**src/rtl/x86_decode_pkg.sv**
```systemverilog
/*
  shared definitions for the x86 decode stage
  window geometry, prefix byte codes, segment numbers,
  immediate size codes and the stage packet structs
*/
`default_nettype none

package x86_decode_pkg;

  // fetch window geometry
  localparam int WINDOW_BYTES = 16;
  localparam int MAX_PREFIXES = 4;

  typedef logic [7:0]  byte_t;
  typedef logic [31:0] eip_t;
  typedef logic [3:0]  inst_len_t;
  typedef logic [2:0]  seg_sel_t;

  // prefix bytes
  localparam byte_t PFX_REPNE  = 8'hF2;
  localparam byte_t PFX_CS     = 8'h2E;
  localparam byte_t PFX_SS     = 8'h36;
  localparam byte_t PFX_DS     = 8'h3E;
  localparam byte_t PFX_ES     = 8'h26;
  localparam byte_t PFX_FS     = 8'h64;
  localparam byte_t PFX_GS     = 8'h65;
  localparam byte_t PFX_OPSIZE = 8'h66;
  localparam byte_t PFX_ESC    = 8'h0F;

  // segment register numbers, x86 encoding
  localparam seg_sel_t SEG_ES = 3'd0;
  localparam seg_sel_t SEG_CS = 3'd1;
  localparam seg_sel_t SEG_SS = 3'd2;
  localparam seg_sel_t SEG_DS = 3'd3;
  localparam seg_sel_t SEG_FS = 3'd4;
  localparam seg_sel_t SEG_GS = 3'd5;

  // immediate size codes carried in opcode_ctl_t
  localparam logic [1:0] IMM_0 = 2'd0;
  localparam logic [1:0] IMM_1 = 2'd1;
  localparam logic [1:0] IMM_2 = 2'd2;
  localparam logic [1:0] IMM_4 = 2'd3;

  typedef struct packed {
    byte_t [WINDOW_BYTES-1:0] bytes;
    logic  [WINDOW_BYTES-1:0] byte_valid;
    eip_t                     eip;
  } fetch_pkt_t;

  typedef struct packed {
    logic [2:0] count;
    logic       repne;
    logic       opsize;
    logic       escape;
    logic       seg_over_pr;
    seg_sel_t   seg_over;
  } prefix_info_t;

  typedef struct packed {
    logic       modrm_pr;
    logic [1:0] imm_bytes;
    logic       imm_shrinks;
    logic       illegal;
    logic       hlt;
    logic       iret;
  } opcode_ctl_t;

  typedef struct packed {
    fetch_pkt_t   fetch;
    prefix_info_t pfx;
  } s1_pkt_t;

  typedef struct packed {
    s1_pkt_t     s1;
    byte_t       opcode;
    opcode_ctl_t ctl;
  } s2_pkt_t;

  typedef struct packed {
    eip_t        eip;
    eip_t        eip_next;
    inst_len_t   length;
    byte_t       opcode;
    logic        two_byte;
    byte_t       modrm;
    logic        sib_pr;
    byte_t       sib;
    logic [31:0] disp32;
    logic [31:0] imm32;
    seg_sel_t    seg;
    logic        op_size16;
    logic        repne;
    logic        hlt;
    logic        iret;
    logic        illegal;
    logic        fetch_exp;
  } decoded_inst_t;

endpackage

`default_nettype wire

```
**src/rtl/decode_out_queue.sv**
```systemverilog
/*
  decode_out_queue: output FIFO of decoded instructions
  consumer credit counter and fetch credit return
*/
`timescale 1ns/10ps
`default_nettype none

module decode_out_queue #(
  parameter int OUT_DEPTH    = 4,
  parameter int CONS_CREDITS = 2
) (
  input  logic                          clk,
  input  logic                          arst_n,
  input  logic                          in_valid,
  input  x86_decode_pkg::decoded_inst_t in_inst,
  output logic                          dec_valid,
  output x86_decode_pkg::decoded_inst_t dec_inst,
  input  logic                          dec_credit,
  output logic                          fetch_credit
);
  import x86_decode_pkg::*;

  localparam int PTR_W = (OUT_DEPTH > 1) ? $clog2(OUT_DEPTH) : 1;
  localparam int CNT_W = $clog2(OUT_DEPTH + 1);
  localparam int CRD_W = $clog2(CONS_CREDITS + 1);

  function automatic logic [PTR_W-1:0] ptr_inc(logic [PTR_W-1:0] p);
    return (p == PTR_W'(OUT_DEPTH - 1)) ? '0 : p + 1'b1;
  endfunction

  decoded_inst_t    mem [OUT_DEPTH];
  logic [PTR_W-1:0] wr_ptr, rd_ptr;
  logic [CNT_W-1:0] count;
  logic [CRD_W-1:0] credits;
  logic             pop;

  // head leaves only while the consumer has granted a slot
  assign pop = (credits != '0) && (count != '0);

  always_ff @(posedge clk or negedge arst_n) begin
    if (!arst_n) begin
      wr_ptr       <= '0;
      rd_ptr       <= '0;
      count        <= '0;
      credits      <= CRD_W'(CONS_CREDITS);
      dec_valid    <= 1'b0;
      fetch_credit <= 1'b0;
    end else begin
      if (in_valid) begin
        wr_ptr <= ptr_inc(wr_ptr);
      end
      if (pop) begin
        rd_ptr <= ptr_inc(rd_ptr);
      end
      count        <= count + CNT_W'(in_valid) - CNT_W'(pop);
      credits      <= credits + CRD_W'(dec_credit) - CRD_W'(pop);
      dec_valid    <= pop;
      // freed slot goes back to fetch
      fetch_credit <= pop;
    end
  end

  always_ff @(posedge clk) begin
    if (in_valid) begin
      mem[wr_ptr] <= in_inst;
    end
    if (pop) begin
      dec_inst <= mem[rd_ptr];
    end
  end

  // fetch credits must keep the stages from overrunning the queue
  assert property (@(posedge clk) disable iff (!arst_n)
    in_valid |-> count < CNT_W'(OUT_DEPTH));

  // consumer returns no more than it was given
  assert property (@(posedge clk) disable iff (!arst_n)
    credits <= CRD_W'(CONS_CREDITS));

endmodule

`default_nettype wire

```
**src/rtl/opcode_decode.sv**
```systemverilog
/*
  opcode_decode: second decode stage
  opcode byte selection past the prefixes
  and the one-byte / 0F-map control table
*/
`timescale 1ns/10ps
`default_nettype none

module opcode_decode (
  input  logic                    clk,
  input  logic                    arst_n,
  input  logic                    in_valid,
  input  x86_decode_pkg::s1_pkt_t in_pkt,
  output logic                    out_valid,
  output x86_decode_pkg::s2_pkt_t out_pkt
);
  import x86_decode_pkg::*;

  logic [2:0]  opc_idx;
  byte_t       opcode;
  opcode_ctl_t ctl;

  // opcode sits right after the prefixes and the optional 0F
  assign opc_idx = in_pkt.pfx.count + 3'(in_pkt.pfx.escape);
  assign opcode  = in_pkt.fetch.bytes[opc_idx];

  always_comb begin
    ctl = '0;
    if (in_pkt.pfx.escape) begin
      case (opcode)
        // jz rel32
        8'h84: begin
          ctl.imm_bytes   = IMM_4;
          ctl.imm_shrinks = 1'b1;
        end
        // movq mm, mm/m64
        8'h6F: ctl.modrm_pr = 1'b1;
        default: ctl.illegal = 1'b1;
      endcase
    end else begin
      case (opcode) inside
        8'h01, 8'h03, 8'h89, 8'h8B: ctl.modrm_pr = 1'b1;
        // eAX/reg imm32 forms and near call/jmp rel32
        8'h05, 8'hE8, 8'hE9, [8'hB8:8'hBF]: begin
          ctl.imm_bytes   = IMM_4;
          ctl.imm_shrinks = 1'b1;
        end
        8'h81: begin
          ctl.modrm_pr    = 1'b1;
          ctl.imm_bytes   = IMM_4;
          ctl.imm_shrinks = 1'b1;
        end
        8'h83: begin
          ctl.modrm_pr  = 1'b1;
          ctl.imm_bytes = IMM_1;
        end
        8'hEB: ctl.imm_bytes = IMM_1;
        // nop and ret carry no operand bytes
        8'h90, 8'hC3: ctl.imm_bytes = IMM_0;
        8'hF4: ctl.hlt = 1'b1;
        8'hCF: ctl.iret = 1'b1;
        default: ctl.illegal = 1'b1;
      endcase
    end
  end

  always_ff @(posedge clk or negedge arst_n) begin
    if (!arst_n) begin
      out_valid <= 1'b0;
    end else begin
      out_valid <= in_valid;
    end
  end

  always_ff @(posedge clk) begin
    if (in_valid) begin
      out_pkt.s1     <= in_pkt;
      out_pkt.opcode <= opcode;
      out_pkt.ctl    <= ctl;
    end
  end

  // prefix_scan never reports more prefixes than it scans
  assert property (@(posedge clk) disable iff (!arst_n)
    in_valid |-> in_pkt.pfx.count <= 3'(MAX_PREFIXES));

endmodule

`default_nettype wire

```
**src/rtl/operand_locate.sv**
```systemverilog
/*
  operand_locate: third decode stage
  ModRM, SIB, displacement and immediate extraction,
  instruction length, next EIP and fetch exception
*/
`timescale 1ns/10ps
`default_nettype none

module operand_locate (
  input  logic                          clk,
  input  logic                          arst_n,
  input  logic                          in_valid,
  input  x86_decode_pkg::s2_pkt_t       in_pkt,
  output logic                          out_valid,
  output x86_decode_pkg::decoded_inst_t out_inst
);
  import x86_decode_pkg::*;

  // four little-endian bytes starting at pos, zero past the window
  function automatic logic [31:0] dword_at(byte_t [WINDOW_BYTES-1:0] win, logic [4:0] pos);
    logic [31:0] d;
    logic [4:0]  idx;
    d = '0;
    for (int k = 0; k < 4; k++) begin
      idx = pos + 5'(k);
      if (idx < 5'(WINDOW_BYTES)) begin
        d[8*k +: 8] = win[idx[3:0]];
      end
    end
    return d;
  endfunction

  logic [4:0]              op_end, disp_pos, imm_pos, len_full;
  logic [2:0]              disp_len, imm_len;
  byte_t                   modrm, sib;
  logic                    sib_pr;
  logic [31:0]             disp_raw, imm_raw, disp32, imm32;
  logic [WINDOW_BYTES-1:0] need_mask;
  logic                    fetch_exp;
  decoded_inst_t           inst;

  // first byte after the opcode
  assign op_end = 5'(in_pkt.s1.pfx.count) + 5'(in_pkt.s1.pfx.escape) + 5'd1;

  assign modrm  = in_pkt.ctl.modrm_pr ? in_pkt.s1.fetch.bytes[op_end[3:0]] : '0;
  assign sib_pr = in_pkt.ctl.modrm_pr && (modrm[7:6] != 2'b11) && (modrm[2:0] == 3'b100);
  assign sib    = sib_pr ? in_pkt.s1.fetch.bytes[op_end[3:0] + 4'd1] : '0;

  always_comb begin
    disp_len = 3'd0;
    if (in_pkt.ctl.modrm_pr) begin
      case (modrm[7:6])
        2'b01: disp_len = 3'd1;
        2'b10: disp_len = 3'd4;
        // disp32 with no base register
        2'b00: begin
          if (modrm[2:0] == 3'b101 || (sib_pr && sib[2:0] == 3'b101)) begin
            disp_len = 3'd4;
          end
        end
        default: disp_len = 3'd0;
      endcase
    end
  end

  always_comb begin
    case (in_pkt.ctl.imm_bytes)
      IMM_1:   imm_len = 3'd1;
      IMM_2:   imm_len = 3'd2;
      // 66 shrinks imm32 / rel32 to 16 bits
      IMM_4:   imm_len = (in_pkt.ctl.imm_shrinks && in_pkt.s1.pfx.opsize) ? 3'd2 : 3'd4;
      default: imm_len = 3'd0;
    endcase
  end

  assign disp_pos = op_end + 5'(in_pkt.ctl.modrm_pr) + 5'(sib_pr);
  assign imm_pos  = disp_pos + 5'(disp_len);
  assign len_full = imm_pos + 5'(imm_len);

  assign disp_raw = dword_at(in_pkt.s1.fetch.bytes, disp_pos);
  assign imm_raw  = dword_at(in_pkt.s1.fetch.bytes, imm_pos);

  always_comb begin
    case (disp_len)
      3'd1:    disp32 = {{24{disp_raw[7]}}, disp_raw[7:0]};
      3'd4:    disp32 = disp_raw;
      default: disp32 = '0;
    endcase
    case (imm_len)
      3'd1:    imm32 = {{24{imm_raw[7]}}, imm_raw[7:0]};
      3'd2:    imm32 = {{16{imm_raw[15]}}, imm_raw[15:0]};
      3'd4:    imm32 = imm_raw;
      default: imm32 = '0;
    endcase
  end

  // every byte below the length must be valid
  always_comb begin
    for (int i = 0; i < WINDOW_BYTES; i++) begin
      need_mask[i] = 5'(i) < len_full;
    end
  end

  assign fetch_exp = |(need_mask & ~in_pkt.s1.fetch.byte_valid);

  always_comb begin
    inst           = '0;
    inst.eip       = in_pkt.s1.fetch.eip;
    inst.length    = len_full[3:0];
    inst.eip_next  = in_pkt.s1.fetch.eip + eip_t'(len_full[3:0]);
    inst.opcode    = in_pkt.opcode;
    inst.two_byte  = in_pkt.s1.pfx.escape;
    inst.modrm     = modrm;
    inst.sib_pr    = sib_pr;
    inst.sib       = sib;
    inst.disp32    = disp32;
    inst.imm32     = imm32;
    inst.seg       = in_pkt.s1.pfx.seg_over_pr ? in_pkt.s1.pfx.seg_over : SEG_DS;
    inst.op_size16 = in_pkt.s1.pfx.opsize;
    inst.repne     = in_pkt.s1.pfx.repne;
    inst.hlt       = in_pkt.ctl.hlt;
    inst.iret      = in_pkt.ctl.iret;
    inst.illegal   = in_pkt.ctl.illegal;
    inst.fetch_exp = fetch_exp;
  end

  always_ff @(posedge clk or negedge arst_n) begin
    if (!arst_n) begin
      out_valid <= 1'b0;
    end else begin
      out_valid <= in_valid;
    end
  end

  always_ff @(posedge clk) begin
    if (in_valid) begin
      out_inst <= inst;
    end
  end

endmodule

`default_nettype wire

```
**src/rtl/prefix_scan.sv**
```systemverilog
/*
  prefix_scan: first decode stage
  leading prefix detection with a thermometer mask,
  prefix count, flag summary and segment override priority
*/
`timescale 1ns/10ps
`default_nettype none

module prefix_scan (
  input  logic                       clk,
  input  logic                       arst_n,
  input  logic                       in_valid,
  input  x86_decode_pkg::fetch_pkt_t in_pkt,
  output logic                       out_valid,
  output x86_decode_pkg::s1_pkt_t    out_pkt
);
  import x86_decode_pkg::*;

  logic [MAX_PREFIXES-1:0] is_repne, is_cs, is_ss, is_ds, is_es, is_fs, is_gs;
  logic [MAX_PREFIXES-1:0] is_opsize, is_esc, is_legacy, is_pfx;
  logic [MAX_PREFIXES-1:0] lead;
  logic [MAX_PREFIXES-1:0] m_cs, m_ss, m_ds, m_es, m_fs, m_gs;
  prefix_info_t            pfx;

  // byte compares on the scanned positions
  always_comb begin
    for (int i = 0; i < MAX_PREFIXES; i++) begin
      is_repne[i]  = in_pkt.bytes[i] == PFX_REPNE;
      is_cs[i]     = in_pkt.bytes[i] == PFX_CS;
      is_ss[i]     = in_pkt.bytes[i] == PFX_SS;
      is_ds[i]     = in_pkt.bytes[i] == PFX_DS;
      is_es[i]     = in_pkt.bytes[i] == PFX_ES;
      is_fs[i]     = in_pkt.bytes[i] == PFX_FS;
      is_gs[i]     = in_pkt.bytes[i] == PFX_GS;
      is_opsize[i] = in_pkt.bytes[i] == PFX_OPSIZE;
      is_esc[i]    = in_pkt.bytes[i] == PFX_ESC;
      is_legacy[i] = is_repne[i] | is_cs[i] | is_ss[i] | is_ds[i] |
                     is_es[i] | is_fs[i] | is_gs[i] | is_opsize[i];
      is_pfx[i]    = is_legacy[i] | is_esc[i];
    end
  end

  // thermometer mask of the leading run
  // 0F ends the run, the next byte is the opcode
  always_comb begin
    lead[0] = is_pfx[0];
    for (int i = 1; i < MAX_PREFIXES; i++) begin
      lead[i] = lead[i-1] & is_pfx[i] & ~is_esc[i-1];
    end
  end

  assign m_cs = lead & is_cs;
  assign m_ss = lead & is_ss;
  assign m_ds = lead & is_ds;
  assign m_es = lead & is_es;
  assign m_fs = lead & is_fs;
  assign m_gs = lead & is_gs;

  always_comb begin
    pfx       = '0;
    pfx.count = 3'd0;
    // count excludes the escape byte
    for (int i = 0; i < MAX_PREFIXES; i++) begin
      pfx.count = pfx.count + 3'(lead[i] & is_legacy[i]);
    end
    pfx.repne       = |(lead & is_repne);
    pfx.opsize      = |(lead & is_opsize);
    pfx.escape      = |(lead & is_esc);
    pfx.seg_over_pr = |{m_es, m_cs, m_ss, m_ds, m_fs, m_gs};
    // ES wins over CS over SS over DS over FS over GS
    if (|m_es) begin
      pfx.seg_over = SEG_ES;
    end else if (|m_cs) begin
      pfx.seg_over = SEG_CS;
    end else if (|m_ss) begin
      pfx.seg_over = SEG_SS;
    end else if (|m_ds) begin
      pfx.seg_over = SEG_DS;
    end else if (|m_fs) begin
      pfx.seg_over = SEG_FS;
    end else begin
      pfx.seg_over = SEG_GS;
    end
  end

  always_ff @(posedge clk or negedge arst_n) begin
    if (!arst_n) begin
      out_valid <= 1'b0;
    end else begin
      out_valid <= in_valid;
    end
  end

  always_ff @(posedge clk) begin
    if (in_valid) begin
      out_pkt.fetch <= in_pkt;
      out_pkt.pfx   <= pfx;
    end
  end

endmodule

`default_nettype wire

```
**src/rtl/x86_decode_top.sv**
```systemverilog
/*
  x86_decode_top: decode stage top level
  prefix scan, opcode decode, operand location, output queue
*/
`timescale 1ns/10ps
`default_nettype none

module x86_decode_top #(
  parameter int OUT_DEPTH    = 4,
  parameter int CONS_CREDITS = 2
) (
  input  logic                          clk,
  input  logic                          arst_n,
  input  logic                          fetch_valid,
  input  x86_decode_pkg::fetch_pkt_t    fetch_pkt,
  output logic                          fetch_credit,
  output logic                          dec_valid,
  output x86_decode_pkg::decoded_inst_t dec_inst,
  input  logic                          dec_credit
);
  import x86_decode_pkg::*;

  logic          s1_valid, s2_valid, s3_valid;
  s1_pkt_t       s1_pkt;
  s2_pkt_t       s2_pkt;
  decoded_inst_t s3_inst;

  prefix_scan prefix_scan_inst (
    .clk       (clk),
    .arst_n    (arst_n),
    .in_valid  (fetch_valid),
    .in_pkt    (fetch_pkt),
    .out_valid (s1_valid),
    .out_pkt   (s1_pkt)
  );

  opcode_decode opcode_decode_inst (
    .clk       (clk),
    .arst_n    (arst_n),
    .in_valid  (s1_valid),
    .in_pkt    (s1_pkt),
    .out_valid (s2_valid),
    .out_pkt   (s2_pkt)
  );

  operand_locate operand_locate_inst (
    .clk       (clk),
    .arst_n    (arst_n),
    .in_valid  (s2_valid),
    .in_pkt    (s2_pkt),
    .out_valid (s3_valid),
    .out_inst  (s3_inst)
  );

  decode_out_queue #(
    .OUT_DEPTH    (OUT_DEPTH),
    .CONS_CREDITS (CONS_CREDITS)
  ) decode_out_queue_inst (
    .clk          (clk),
    .arst_n       (arst_n),
    .in_valid     (s3_valid),
    .in_inst      (s3_inst),
    .dec_valid    (dec_valid),
    .dec_inst     (dec_inst),
    .dec_credit   (dec_credit),
    .fetch_credit (fetch_credit)
  );

endmodule

`default_nettype wire

```
**config.mk**
```make
export PLATFORM = sky130hd
export DESIGN_NAME = x86_decode_top
export DESIGN_NICKNAME = d
export VERILOG_FILES = /design/src/rtl/x86_decode_pkg.sv /design/src/rtl/decode_out_queue.sv /design/src/rtl/opcode_decode.sv /design/src/rtl/operand_locate.sv /design/src/rtl/prefix_scan.sv /design/src/rtl/x86_decode_top.sv
export SDC_FILE = /design/constraint.sdc
export NUM_CORES = 2
export LEC_CHECK = 0
export BUFFER_PORTS_ARGS = -buffer_cell sky130_fd_sc_hd__buf_2
export CAP_MARGIN = 40
export CORE_ASPECT_RATIO = 1.25
export CORE_MARGIN = 2
export CORE_UTILIZATION = 60
export DETAILED_ROUTE_END_ITERATION = 7
export PLACE_DENSITY = 0.8
export SETUP_SLACK_MARGIN = 0.3
export SLEW_MARGIN = 10
export SYNTH_ARGS = -nofsm -noshare
export SYNTH_HDL_FRONTEND = slang
export SYNTH_HIERARCHICAL = 1
export SYNTH_SLANG_ARGS = --single-unit
```
**constraint.sdc**
```tcl
create_clock -name clk -period 10.5 [get_ports clk]
set_clock_uncertainty 0.05 [all_clocks]
set_input_delay 0.525 -clock clk [delete_from_list [all_inputs] [get_ports clk]]
set_output_delay 0.525 -clock clk [all_outputs]
set_load 0.05 [all_outputs]
```
==> report_table.html <==
<table>
<tr><th>Metric</th><th>Value</th></tr>
<tr><th colspan="2">Status</th></tr>
<tr><td>Status</td><td>finished clean</td></tr>
<tr><th colspan="2">Routing</th></tr>
<tr><td>Via count of the routed design</td><td>around 34,000</td></tr>
<tr><td>Count of routing violations after the opening detailed-route iteration</td><td>~4,300</td></tr>
<tr><td>Pre-antenna DRT Iters</td><td>6</td></tr>
<tr><td>Routed vias/inst</td><td>slightly below 7</td></tr>
<tr><td>Remaining antenna violation count</td><td>0</td></tr>
<tr><td>Average wire length per cell after detail routing</td><td>roughly 34 um</td></tr>
<tr><td>Final Routed Wirelength</td><td>about 170 mm</td></tr>
<tr><td>DRC</td><td>0</td></tr>
<tr><th colspan="2">Clocking</th></tr>
<tr><td>Root Buffer Master</td><td>sky130_fd_sc_hd__clkbuf_16</td></tr>
<tr><td>Maximum number of buffers from clock root to sink</td><td>3</td></tr>
<tr><td>Clock transition at the registers of the reported paths</td><td>roughly 0.07 ns</td></tr>
<tr><td>Clock insertion delay at the later pin of the skew report</td><td>0.77 ns</td></tr>
<tr><td>TritonCTS sink count</td><td>around 1,400</td></tr>
<tr><td># Post-CTS Setup Buffers</td><td>0</td></tr>
<tr><td>Post-cts gate resize count</td><td>0</td></tr>
<tr><td>Clock tree from TritonCTS</td><td>yes</td></tr>
<tr><td>Clock buffers created by TritonCTS</td><td>approximately 120</td></tr>
<tr><td>H-tree levels</td><td>3</td></tr>
<tr><th colspan="2">Synth</th></tr>
<tr><td>Fraction of registers with async set or reset after synthesis</td><td>0.00927</td></tr>
<tr><td>Mapped Avg Cell Area</td><td>21.0 um2</td></tr>
<tr><td>Area leader, netlist</td><td>sky130_fd_sc_hd__edfxtp_1</td></tr>
<tr><td>Count of different cell masters after synthesis</td><td>101</td></tr>
<tr><td>Top-area cell type share of the netlist area</td><td>0.690</td></tr>
<tr><td>Number of synthesized register bits</td><td>1,402</td></tr>
<tr><td>Synth area leaders</td><td>sky130_fd_sc_hd__edfxtp_1 (69%), sky130_fd_sc_hd__mux4_2 (19%), sky130_fd_sc_hd__mux2i_1 (1.6%), sky130_fd_sc_hd__ha_1 (0.77%), sky130_fd_sc_hd__dfrtp_1 (0.50%)</td></tr>
<tr><td>Commonest register cell after synthesis</td><td>sky130_fd_sc_hd__edfxtp_1</td></tr>
<tr><td>Syn_nets</td><td>slightly above 3,000</td></tr>
<tr><td>Proportion of synthesized chip area in sequential cells</td><td>0.695</td></tr>
<tr><td>Synth Cell Area</td><td>roughly 0.060 mm2</td></tr>
<tr><td>Count of flip-flops with a built-in enable after synthesis</td><td>roughly 1,400</td></tr>
<tr><td>Synthesized instance count</td><td>approximately 2,900</td></tr>
<tr><td>Synthesis Warnings</td><td>6</td></tr>
<tr><th colspan="2">Setup path</th></tr>
<tr><td>Launch instance of the worst register-to-register path</td><td>opcode_decode_inst/out_pkt[19]$_DFFE_PP_</td></tr>
<tr><td>RR Endpoint</td><td>operand_locate_inst/out_inst[131]$_DFFE_PP_</td></tr>
<tr><td>Worst-case register-to-register setup slack</td><td>roughly 1.3 ns</td></tr>
<tr><td>Crit path kind</td><td>flop to flop</td></tr>
<tr><td>CP max FO</td><td>27</td></tr>
<tr><td>Signal arrival time at the worst endpoint</td><td>9.69 ns</td></tr>
<tr><td>Required time worst endpoint</td><td>10.96 ns</td></tr>
<tr><td>Element type at the critical path end</td><td>flop</td></tr>
<tr><td>Worst path buffer plus inverter count</td><td>3</td></tr>
<tr><td>Critical path's most frequent cell</td><td>sky130_fd_sc_hd__ha_1</td></tr>
<tr><td>Worst reg-to-reg path cell count</td><td>25</td></tr>
<tr><td>Largest stage delay on the critical path</td><td>just over 0.8 ns</td></tr>
<tr><td>Largest delay contributor family on the critical path</td><td>adder cells</td></tr>
<tr><td>CP startpoint kind</td><td>flop</td></tr>
<tr><td>Crit-path slowest cell</td><td>sky130_fd_sc_hd__ha_2</td></tr>
<tr><th colspan="2">STA</th></tr>
<tr><td>Setup tns final</td><td>0 ns</td></tr>
<tr><td>Max Clk Rate</td><td>approximately 0.11 GHz</td></tr>
<tr><td>Number of slew-limit violations in the final report</td><td>0</td></tr>
<tr><td>Worst Tran Pin Value</td><td>between 0.9 and 1 ns</td></tr>
<tr><td>Final number of setup-violating endpoints</td><td>0</td></tr>
<tr><td>Share of the cycle needed by the critical path after routing</td><td>0.879</td></tr>
<tr><td>Unrepaired setup endpoints after global routing</td><td>false</td></tr>
<tr><td>Post-layout min period</td><td>approximately 9.2 ns</td></tr>
<tr><td>Fin. Hold Viols</td><td>0</td></tr>
<tr><td>Final hold slack</td><td>approximately 0.042 ns</td></tr>
<tr><td>Worst slew slack as a fraction of its limit</td><td>0.386</td></tr>
<tr><th colspan="2">Floorplan</th></tr>
<tr><td>Core Rows</td><td>between 100 and 150</td></tr>
<tr><td>Die H</td><td>about 360 um</td></tr>
<tr><td>Initial Utilization</td><td>0.604</td></tr>
<tr><td>Core footprint</td><td>~0.1 mm2</td></tr>
<tr><td>Top-level I/O count</td><td>~350</td></tr>
<tr><td>Die width</td><td>between 200 and 300 um</td></tr>
<tr><td>Die Footprint</td><td>slightly above 0.1 mm2</td></tr>
<tr><th colspan="2">Global routing</th></tr>
<tr><td>All-Layer GR Usage</td><td>0.331</td></tr>
<tr><td>Global-route met2 utilization</td><td>0.574</td></tr>
<tr><td>Vias in the first global route</td><td>roughly 35,000</td></tr>
<tr><td>Most congested layer reported by global routing</td><td>met2</td></tr>
<tr><td>Antenna violations before repair</td><td>7</td></tr>
<tr><td>Global Route met1 Usage</td><td>0.410</td></tr>
<tr><td>Met3 demand-to-capacity share in global routing</td><td>0.0636</td></tr>
<tr><td>Pin count of the biggest net entering global routing</td><td>100</td></tr>
<tr><td>First-pass GRT wire length</td><td>roughly 240 mm</td></tr>
<tr><td>GR Overflow Total</td><td>0</td></tr>
<tr><th colspan="2">Cells and area</th></tr>
<tr><td>Count of fill cells added during filler insertion</td><td>between 5,000 and 6,000</td></tr>
<tr><td>Final Net Count</td><td>about 3,700</td></tr>
<tr><td>Syn-to-layout area delta</td><td>15.9%</td></tr>
<tr><td>Share of post-route cells with drive strength above 1</td><td>0.347</td></tr>
<tr><th colspan="2">Hold path</th></tr>
<tr><td>Hold Path End</td><td>prefix_scan_inst/out_pkt[73]$_DFFE_PP_</td></tr>
<tr><td>Hold WC Path Type</td><td>primary input to flop</td></tr>
<tr><td>Worst Min Path Start</td><td>fetch_pkt[63]</td></tr>
<tr><td>Hold path depth</td><td>1</td></tr>
<tr><th colspan="2">Placement</th></tr>
<tr><td>Final weighted congestion in routability-driven placement</td><td>0.917</td></tr>
<tr><td>Dpl hpwl</td><td>approximately 110 mm</td></tr>
<tr><td>Count of buffers from port buffering</td><td>348</td></tr>
<tr><th colspan="2">Flow run</th></tr>
<tr><td>Reported max-cap violation count</td><td>0</td></tr>
<tr><th colspan="2">Pwr</th></tr>
<tr><td>Peak VDD IR</td><td>around 200 uV</td></tr>
<tr><td>Cell leakage power</td><td>between 0.02 and 0.025 uW</td></tr>
<tr><td>Power Density</td><td>around 330 mW/mm2</td></tr>
</table>
-- layer usage --
metal / wire length, um / share of wire / vias to the layer above
met5: 56 / 0.00033 / -
met4: 8210 / 0.049 / 8
li1: - / - / 13400
met3: 15100 / 0.090 / 493
met1: 55600 / 0.33 / 17400
met2: 88300 / 0.53 / 2391
-- Yosys cell counts (18+ instances only) --
cell                       instances
sky130_fd_sc_hd__xor2_1           25
sky130_fd_sc_hd__mux4_2          519
sky130_fd_sc_hd__nand2_1          73
sky130_fd_sc_hd__mux2i_1          96
sky130_fd_sc_hd__a211oi_1         18
sky130_fd_sc_hd__xnor2_1          24
sky130_fd_sc_hd__buf_6            21
sky130_fd_sc_hd__edfxtp_1       1389
sky130_fd_sc_hd__mux2_2           22
sky130_fd_sc_hd__nand3_1          34
sky130_fd_sc_hd__ha_1             37
sky130_fd_sc_hd__inv_1            36
sky130_fd_sc_hd__nor3_1           22
sky130_fd_sc_hd__nor2_1           56
sky130_fd_sc_hd__clkbuf_1         51
sky130_fd_sc_hd__o21ai_0          21
sky130_fd_sc_hd__buf_1            23
sky130_fd_sc_hd__nor2b_1          18
sky130_fd_sc_hd__a21oi_1          56
sky130_fd_sc_hd__buf_2            48
-- power breakdown --
part / switching [uW] / internal (uW) / leakage [uW]
clock: 2100 / 2480 / 0.00198
sequential: 862 / 7780 / 0.0135
combinational: 5640 / 4130 / 0.00853
total: 8600 / 14400 / 0.0240
-- layout make-up --
| cell class | count | area [um2] | share of cell area |
|---|---|---|---|
| antenna | 2 | 5.00 | 0.0000714 |
| clock buffer | 138 | 3110 | 0.0444 |
| clock inverter | 92 | 991 | 0.0141 |
| inverter | 40 | 156 | 0.00223 |
| multi-input combinational | 1281 | 17600 | 0.251 |
| sequential | 1402 | 42100 | 0.600 |
| tap | 1320 | 1650 | 0.0236 |
| timing repair buffer | 600 | 4520 | 0.0644 |
-- kinds of logic after synthesis --
| group | count (synthesis) | synth area share |
|---|---|---|
| simple gates | 307 | 0.0279 |
| buf+inv | 190 | 0.0158 |
| compound gates | 220 | 0.0250 |
| mux | 653 | 0.217 |
| fa+ha+maj | 42 | 0.00931 |
| flops | 1402 | 0.695 |
| xor+xnor | 59 | 0.0102 |
-- worst max-delay path by stage --
stage,from,to,cells past startpoint
2_1_floorplan,opcode_decode_inst/out_pkt[19]$_DFFE_PP_,operand_locate_inst/out_inst[132]$_DFFE_PP_,35
3_3_place_gp,opcode_decode_inst/out_pkt[19]$_DFFE_PP_,operand_locate_inst/out_inst[132]$_DFFE_PP_,28
3_5_place_dp,opcode_decode_inst/out_pkt[19]$_DFFE_PP_,operand_locate_inst/out_inst[132]$_DFFE_PP_,26
4_1_cts,opcode_decode_inst/out_pkt[19]$_DFFE_PP_,operand_locate_inst/out_inst[134]$_DFFE_PP_,25
5_1_grt,opcode_decode_inst/out_pkt[19]$_DFFE_PP_,operand_locate_inst/out_inst[132]$_DFFE_PP_,27
6_report,opcode_decode_inst/out_pkt[19]$_DFFE_PP_,operand_locate_inst/out_inst[131]$_DFFE_PP_,25
-- sequential cells by signal (all words and copies together) (netlist names) --
register	flops
decode_out_queue_inst/credits	2
opcode_decode_inst/out_valid	1
decode_out_queue_inst/dec_inst	167
opcode_decode_inst/out_pkt	201
operand_locate_inst/out_inst	167
decode_out_queue_inst/count	3
operand_locate_inst/out_valid	1
decode_out_queue_inst/rd_ptr	2
decode_out_queue_inst/fetch_credit	1
decode_out_queue_inst/mem	668
prefix_scan_inst/out_pkt	186
decode_out_queue_inst/wr_ptr	2
prefix_scan_inst/out_valid	1
-- per-stage QoR --
stage | total power, uW | std cells | util | cell area (um2) | worst slack [ns]
after detailed placement | 18200 | 4475 | 0.641 | 64300 | 1.38
after global routing | 23800 | 4874 | 0.699 | 70100 | 0.782
final | 23000 | 4875 | 0.699 | 70100 | 1.27
after CTS | 22900 | 4870 | 0.699 | 70000 | 1.32
after floorplan | 15500 | 2873 | - | 60500 | 0.960
after global placement | 17700 | 4449 | 0.635 | 63700 | 1.30
-- placed cells by master, fill, tap and decap left out, types with 7 or more instances in the layout --
master / instances
sky130_fd_sc_hd__edfxtp_1: 1389
sky130_fd_sc_hd__o21ai_1: 15
sky130_fd_sc_hd__clkinvlp_4: 13
sky130_fd_sc_hd__buf_16: 18
sky130_fd_sc_hd__nor3b_1: 7
sky130_fd_sc_hd__clkinv_1: 20
sky130_fd_sc_hd__mux2_1: 12
sky130_fd_sc_hd__bufinv_16: 13
sky130_fd_sc_hd__nand2_1: 73
sky130_fd_sc_hd__o22ai_1: 9
sky130_fd_sc_hd__xnor2_1: 21
sky130_fd_sc_hd__dlygate4sd3_1: 165
sky130_fd_sc_hd__clkbuf_1: 15
sky130_fd_sc_hd__ha_1: 32
sky130_fd_sc_hd__buf_12: 7
sky130_fd_sc_hd__a21o_1: 17
sky130_fd_sc_hd__xor2_1: 22
sky130_fd_sc_hd__nand4_1: 8
sky130_fd_sc_hd__o211ai_1: 8
sky130_fd_sc_hd__o21ai_0: 21
sky130_fd_sc_hd__clkbuf_16: 121
sky130_fd_sc_hd__o22a_1: 15
sky130_fd_sc_hd__a211oi_1: 18
sky130_fd_sc_hd__and2_1: 11
sky130_fd_sc_hd__and3_1: 7
sky130_fd_sc_hd__clkinv_2: 32
sky130_fd_sc_hd__mux2i_1: 96
sky130_fd_sc_hd__dfrtp_1: 8
sky130_fd_sc_hd__buf_4: 57
sky130_fd_sc_hd__a21oi_1: 56
sky130_fd_sc_hd__nand2b_1: 13
sky130_fd_sc_hd__mux4_2: 519
sky130_fd_sc_hd__nor4_1: 8
sky130_fd_sc_hd__nor2_1: 56
sky130_fd_sc_hd__nor2b_1: 18
sky130_fd_sc_hd__nand3_1: 34
sky130_fd_sc_hd__buf_2: 349
sky130_fd_sc_hd__inv_1: 34
sky130_fd_sc_hd__mux2_2: 22
sky130_fd_sc_hd__nor3_1: 22
-- repair_timing --
action	in CTS	in global routing
hold buffers	165	0
endpoints found under the hold margin	178	0
endpoints found under the setup margin	0	0
Note: power is estimated with default switching activity, not from simulation.
